--- src/haar_types_pkg.sv ---
package haar_types_pkg;

	// Datapath widths
	localparam int corner_w = 8;    // Integral image corner, unsigned
	localparam int weight_w = 8;    // Rectangle weight, signed
	localparam int vote_w   = 12;   // Left or right vote word, signed
	localparam int fthr_w   = 16;   // Feature threshold, signed
	localparam int value_w  = 20;   // Weighted feature value, signed
	localparam int sum_w    = 14;   // Stage sum and stage threshold, signed

	// Signed vote word carried by a feature and returned by a classifier
	typedef logic signed [vote_w-1:0] vote_t;

	// One rectangle: four integral corners and a weight, 40 bits
	typedef struct packed {
		logic [corner_w-1:0]        a;
		logic [corner_w-1:0]        b;
		logic [corner_w-1:0]        c;
		logic [corner_w-1:0]        d;
		logic signed [weight_w-1:0] weight;
	} haar_rect_t;

	// One Haar feature, 160 bits
	// Value is rect1 + rect3 - rect2, compared against feature_thr
	typedef struct packed {
		haar_rect_t               rect1;
		haar_rect_t               rect2;
		haar_rect_t               rect3;
		logic signed [fthr_w-1:0] feature_thr;
		vote_t                    left_word;    // Selected when value <= threshold
		vote_t                    right_word;   // Selected when value > threshold
	} haar_feature_t;

	// Stage request: two features and the stage threshold, 334 bits
	typedef struct packed {
		haar_feature_t           feature_a;
		haar_feature_t           feature_b;
		logic signed [sum_w-1:0] stage_thr;
	} stage_req_t;

	// Stage result, 15 bits
	typedef struct packed {
		logic signed [sum_w-1:0] stage_sum;  // Sum of both votes
		logic                    pass;       // stage_sum >= stage_thr
	} stage_result_t;

endpackage

--- src/stage_ctrl_pkg.sv ---
package stage_ctrl_pkg;

	// Stage accumulator states
	// IDLE waits for req, EVAL waits for both votes,
	// DONE holds ack and result until req falls
	typedef enum logic [1:0] {
		IDLE = 2'd0,
		EVAL = 2'd1,
		DONE = 2'd2
	} acc_state_t;

	// Cycles from a classifier start to its vote_valid
	// Stage 1 holds the weighted rectangle terms, stage 2 the selected vote
	localparam int clf_latency = 2;

endpackage

--- src/haar_stage.sv ---
`timescale 1ns/10ps

module haar_stage
	import haar_types_pkg::*;
(
	input  logic          clk,
	input  logic          rst_n,
	input  logic          req,
	input  stage_req_t    stage_req,
	output logic          ack,
	output stage_result_t result
);

	logic                     start;
	logic signed [vote_w-1:0] vote_a;
	logic signed [vote_w-1:0] vote_b;
	logic                     valid_a;
	logic                     valid_b;
	logic                     vote_valid;

	// Both classifiers run in lockstep
	assign vote_valid = valid_a & valid_b;

	stage_accumulator u_acc (
		.clk        (clk),
		.rst_n      (rst_n),
		.req        (req),
		.stage_thr  (stage_req.stage_thr),
		.vote_a     (vote_a),
		.vote_b     (vote_b),
		.vote_valid (vote_valid),
		.start      (start),
		.ack        (ack),
		.result     (result)
	);

	// Features are read straight from the request, stable while req is high
	weak_classifier u_clf_a (
		.clk        (clk),
		.rst_n      (rst_n),
		.start      (start),
		.feature    (stage_req.feature_a),
		.vote       (vote_a),
		.vote_valid (valid_a)
	);

	weak_classifier u_clf_b (
		.clk        (clk),
		.rst_n      (rst_n),
		.start      (start),
		.feature    (stage_req.feature_b),
		.vote       (vote_b),
		.vote_valid (valid_b)
	);

endmodule

--- src/stage_accumulator.sv ---
`timescale 1ns/10ps

module stage_accumulator
	import haar_types_pkg::*, stage_ctrl_pkg::*;
(
	input  logic                     clk,
	input  logic                     rst_n,
	input  logic                     req,
	input  logic signed [sum_w-1:0]  stage_thr,
	input  logic signed [vote_w-1:0] vote_a,
	input  logic signed [vote_w-1:0] vote_b,
	input  logic                     vote_valid,
	output logic                     start,
	output logic                     ack,
	output stage_result_t            result
);

	acc_state_t               state;
	logic [clf_latency-1:0]   issue_pipe;   // Tracks the issued start through the classifiers
	logic                     votes_due;
	logic signed [sum_w-1:0]  vote_sum;
	logic                     vote_pass;

	// Votes are accepted only when the issued start has reached the end of the pipeline
	assign votes_due = issue_pipe[clf_latency-1];

	// Sign-extended sum of both votes and the stage decision
	always_comb begin
		vote_sum  = sum_w'(vote_a) + sum_w'(vote_b);
		vote_pass = (vote_sum >= stage_thr);
	end

	// Issue tracking, one bit per classifier stage
	always_ff @(posedge clk) begin
		if (!rst_n) begin
			issue_pipe <= '0;
		end else begin
			issue_pipe <= {issue_pipe[clf_latency-2:0], start};
		end
	end

	// Handshake FSM
	always_ff @(posedge clk) begin
		if (!rst_n) begin
			state  <= IDLE;
			start  <= 1'b0;
			ack    <= 1'b0;
			result <= '0;
		end else begin
			start <= 1'b0;                      // One-cycle pulse
			case (state)
				IDLE: begin
					if (req) begin
						start <= 1'b1;          // Issue both classifiers
						state <= EVAL;
					end
				end
				EVAL: begin
					if (vote_valid && votes_due) begin
						result.stage_sum <= vote_sum;
						result.pass      <= vote_pass;
						ack              <= 1'b1;
						state            <= DONE;
					end
				end
				DONE: begin
					// Hold ack and result until the requester lets go
					if (!req) begin
						ack   <= 1'b0;
						state <= IDLE;
					end
				end
				default: begin
					state <= IDLE;
				end
			endcase
		end
	end

endmodule

--- src/weak_classifier.sv ---
`timescale 1ns/10ps

module weak_classifier
	import haar_types_pkg::*;
(
	input  logic                      clk,
	input  logic                      rst_n,
	input  logic                      start,
	input  haar_feature_t             feature,
	output logic signed [vote_w-1:0]  vote,
	output logic                      vote_valid
);

	localparam int diff_w = corner_w + 2;           // (A-B)+(C-D) spans -510..510
	localparam int term_w = diff_w + weight_w;      // Weighted rectangle term

	// Weighted rectangle: ((A-B)+(C-D)) * weight
	function automatic logic signed [term_w-1:0] rect_term(input haar_rect_t r);
		logic signed [diff_w-1:0] diff;
		logic signed [term_w-1:0] prod;
		diff = $signed({2'b00, r.a}) - $signed({2'b00, r.b})
			+ $signed({2'b00, r.c}) - $signed({2'b00, r.d});
		prod = diff * r.weight;                     // Signed 10x8 fits in 18 bits
		return prod;
	endfunction

	// Stage 1 registers
	logic                      s1_valid;
	logic signed [term_w-1:0]  s1_term1;
	logic signed [term_w-1:0]  s1_term2;
	logic signed [term_w-1:0]  s1_term3;
	logic signed [fthr_w-1:0]  s1_thr;
	vote_t                     s1_left;
	vote_t                     s1_right;

	// Stage 2 combinational
	logic signed [value_w-1:0] value;
	logic signed [value_w-1:0] thr_ext;
	logic                      above;

	// Stage 1: three weighted rectangle terms, feature words carried along
	always_ff @(posedge clk) begin
		if (!rst_n) begin
			s1_valid <= 1'b0;
		end else begin
			s1_valid <= start;
		end
	end

	always_ff @(posedge clk) begin
		if (start) begin
			s1_term1 <= rect_term(feature.rect1);
			s1_term2 <= rect_term(feature.rect2);
			s1_term3 <= rect_term(feature.rect3);
			s1_thr   <= feature.feature_thr;
			s1_left  <= feature.left_word;
			s1_right <= feature.right_word;
		end
	end

	// Feature value and signed threshold compare
	always_comb begin
		value   = value_w'(s1_term1) + value_w'(s1_term3) - value_w'(s1_term2);
		thr_ext = value_w'(s1_thr);                 // Sign extension
		above   = (value > thr_ext);                // Strict greater-than
	end

	// Stage 2: vote selection
	always_ff @(posedge clk) begin
		if (!rst_n) begin
			vote_valid <= 1'b0;
		end else begin
			vote_valid <= s1_valid;
		end
	end

	always_ff @(posedge clk) begin
		if (s1_valid) begin
			vote <= above ? s1_right : s1_left;
		end
	end

endmodule
--- config.mk ---
export PLATFORM = sky130hd
export DESIGN_NAME = haar_stage
export DESIGN_NICKNAME = d
export VERILOG_FILES = /design/src/haar_types_pkg.sv /design/src/stage_ctrl_pkg.sv /design/src/haar_stage.sv /design/src/stage_accumulator.sv /design/src/weak_classifier.sv
export SDC_FILE = /design/constraint.sdc
export NUM_CORES = 2
export LEC_CHECK = 0
export ABC_AREA = 1
export BUFFER_PORTS_ARGS = -buffer_cell sky130_fd_sc_hd__buf_2
export CAP_MARGIN = 20
export CORE_ASPECT_RATIO = 0.6
export CORE_MARGIN = 1.5
export CORE_UTILIZATION = 40
export DETAILED_ROUTE_END_ITERATION = 8
export GPL_TIMING_DRIVEN = 0
export PLACE_DENSITY_LB_ADDON = 0.05
export SYNTH_ARGS = -nofsm -noshare
export SYNTH_HDL_FRONTEND = slang
export SYNTH_SLANG_ARGS = --single-unit
--- constraint.sdc ---
create_clock -name clk -period 9.95 [get_ports clk]
set_clock_uncertainty 0.15 [all_clocks]
set_input_delay 0.4975 -clock clk [delete_from_list [all_inputs] [get_ports clk]]
set_output_delay 0.4975 -clock clk [all_outputs]
set_load 0.05 [all_outputs]
==> results.json <==
{
  "run_status": "finished, final reports clean",
  "yosysWarnings": 0,
  "tightest_slew_ns": 0.922,
  "worstSkewPairLatency_ns": 0.59,
  "cts_buffer_depth": 3,
  "grt_pass1_wl_um": 155000,
  "via_per_inst": 4.64,
  "fin_ws_ns": 2.62,
  "netlist_top_cells_area": "fa_1, edfxtp_1, ha_1",
  "die_w_um": 394,
  "rr_endpoint": "u_clf_b.vote[5]",
  "rr_worst_depth": 24,
  "vias": 28700,
  "critPathRequiredTime_ns": 10.09,
  "grt_max_degree": 70,
  "grt_pass1_vias": 28300,
  "synth.largest_area_cell": "fa_1",
  "drv_cap": 0,
  "clock_sinks": 232,
  "setup_violations": 0,
  "die_area_um2": 93700,
  "ant_nets": 0,
  "crit_path_max_fanout": 5,
  "place_ws_ns": 2.06,
  "htree_levels": 1,
  "first_iter_violations": 1943,
  "antenna_found_initial": 17,
  "rows": 85,
  "place_area_um2": 40100,
  "whs_path_depth": 3,
  "netlist_area_um2": 36700,
  "arrival_ns": 7.47,
  "grt_overflow": 0,
  "hold_buffers": 80,
  "r2r_setup_slack_ns": 5.32,
  "yosysTopAreaCellShare": 0.250,
  "drt_pass1_iterations": 5,
  "max_slew_margin": 0.385,
  "synth-seq-cells": 232,
  "crit_slowest_cell": "fa_1",
  "post-route-period-util": 0.736,
  "cp-start-kind": "input pin",
  "seq_area_frac_synth": 0.184,
  "routed_wl_um": 94300,
  "hold_path.class": "in -> reg",
  "drc": 0,
  "cts-root-buf": "clkbuf_16",
  "layout_common_cells": "inv_1, nand2_1, fa_1",
  "core_um2": 90300,
  "cts_setup_buffers": 0,
  "min-delay-start": "req",
  "die_h_um": 238,
  "routedWlPerCell_um": 15.3,
  "min_to": "u_acc.ack",
  "final_common_cell": "inv_1",
  "critPathKind": "in -> reg",
  "cts_resized": 0,
  "syn_area_per_cell_um2": 8.22,
  "port_buffers": 351,
  "cts_buffers": 27,
  "slew_violations": 0,
  "startpoint": "stage_req[278]",
  "layout-drive-gt1-share": 0.0977,
  "hpwl_um": 82400,
  "nNetsFinal": 6174,
  "netlist_instances": 4464,
  "tritoncts": "yes",
  "track_usage": 0.206,
  "io_pins": 353,
  "synth.distinct_cells": 50,
  "fin_area_um2": 41800,
  "reg2reg_from": "u_clf_b.s1_term1[0]",
  "period_needed_ns": 7.33,
  "synth_nets": 5711,
  "rsz0062_at_grt": "no",
  "hold_viol": 0,
  "end_kind": "flip-flop",
  "clkTransAtPathRegs_ns": 0.06,
  "finalSetupTns_ns": 0,
  "cpPeakStageDelay_ns": 0.59,
  "gp_congestion": 0.888,
  "initial_core_util": 0.407,
  "timing.fmax_mhz": 136,
  "synthToLayoutAreaGrowth_pct": 13.8
}
## routing by layer
metal	GRT usage	up-vias	wire length, um
li1	-	14600	-
met1	0.351	13300	53500
met2	0.272	637	33900
met3	0.0314	66	5870
met4	0.0200	12	887
met5	0	-	72
## worst max-delay path by stage
stage,end,cells past startpoint
after floorplan,u_clf_b.s1_term2[17],30
after global routing,u_clf_a.s1_term2[17],31
after CTS,u_clf_a.s1_term2[17],30
after global placement,u_clf_a.s1_term2[16],34
final,u_clf_a.s1_term2[17],30
after detailed placement,u_clf_a.s1_term2[17],31
## stage by stage
stage           util  hold WS, ns  std cells
2_1_floorplan      -        0.280       4464
3_3_place_gp   0.443        0.304       6033
3_5_place_dp   0.444        0.301       6036
4_1_cts        0.462       0.0176       6163
5_1_grt        0.463       0.0397       6165
6_report       0.463       0.0577       6171
## kinds of logic after synthesis
family | Yosys count | synth area share
adder cells (fa/ha/maj) | 910 | 0.404
buffers and inverters | 1251 | 0.129
AND/OR/NAND/NOR | 1414 | 0.159
AO/OA/AOI/OAI | 435 | 0.0685
XOR/XNOR | 222 | 0.0548
flip-flops | 232 | 0.184
## flip-flops by register name, summed over array words and instances (netlist names), 16 cells and up
| name | flops |
|---|---|
| u_clf_b.s1_thr | 16 |
| u_clf_a.s1_thr | 16 |
| u_clf_a.s1_term1 | 18 |
| u_clf_b.s1_term2 | 18 |
| u_clf_b.s1_term3 | 18 |
| u_clf_a.s1_term2 | 18 |
| u_clf_b.s1_term1 | 18 |
| u_clf_a.s1_term3 | 18 |
## critical path: cells and delay by family
kind | cells | cell delay, ns
compound gates | 8 | 1.66
xor+xnor | 1 | 0.28
fa+ha+maj | 9 | 3.85
buf+inv | 7 | 0.48
simple gates | 5 | 0.68
## synthesized netlist by cell type (all sizes together)
cell    number
a41oi        1
a221oi       5
nor4         2
clkbuf      17
buf         12
nor3        21
fa         458
dfxtp       20
o21ai      117
o221ai       1
a31o         1
nand2      724
a31oi       10
a21boi       7
xnor2      102
nor2       436
and2         6
o21a         4
nand3b       6
nand4       50
a21o        37
nand3      137
edfxtp     212
nand2b       1
o22ai        1
clkinv       6
inv       1216
xor2       120
or2         31
o21bai      28
a211oi       7
o211ai      11
a21oi      205
ha         452
## area by class of cell
cell class | instances | area, um2
buffer | 29 | 153
clock buffer | 36 | 709
antenna | 8 | 20.0
sequential | 232 | 6770
clock inverter | 11 | 169
inverter | 1222 | 4590
timing repair buffer | 434 | 2640
tap | 1218 | 1520
fill | 9184 | 48500
multi-input combinational | 2981 | 25200
Power is not shown: default switching activity piles up to over one toggle a cycle in this logic, so the estimate is an artifact.
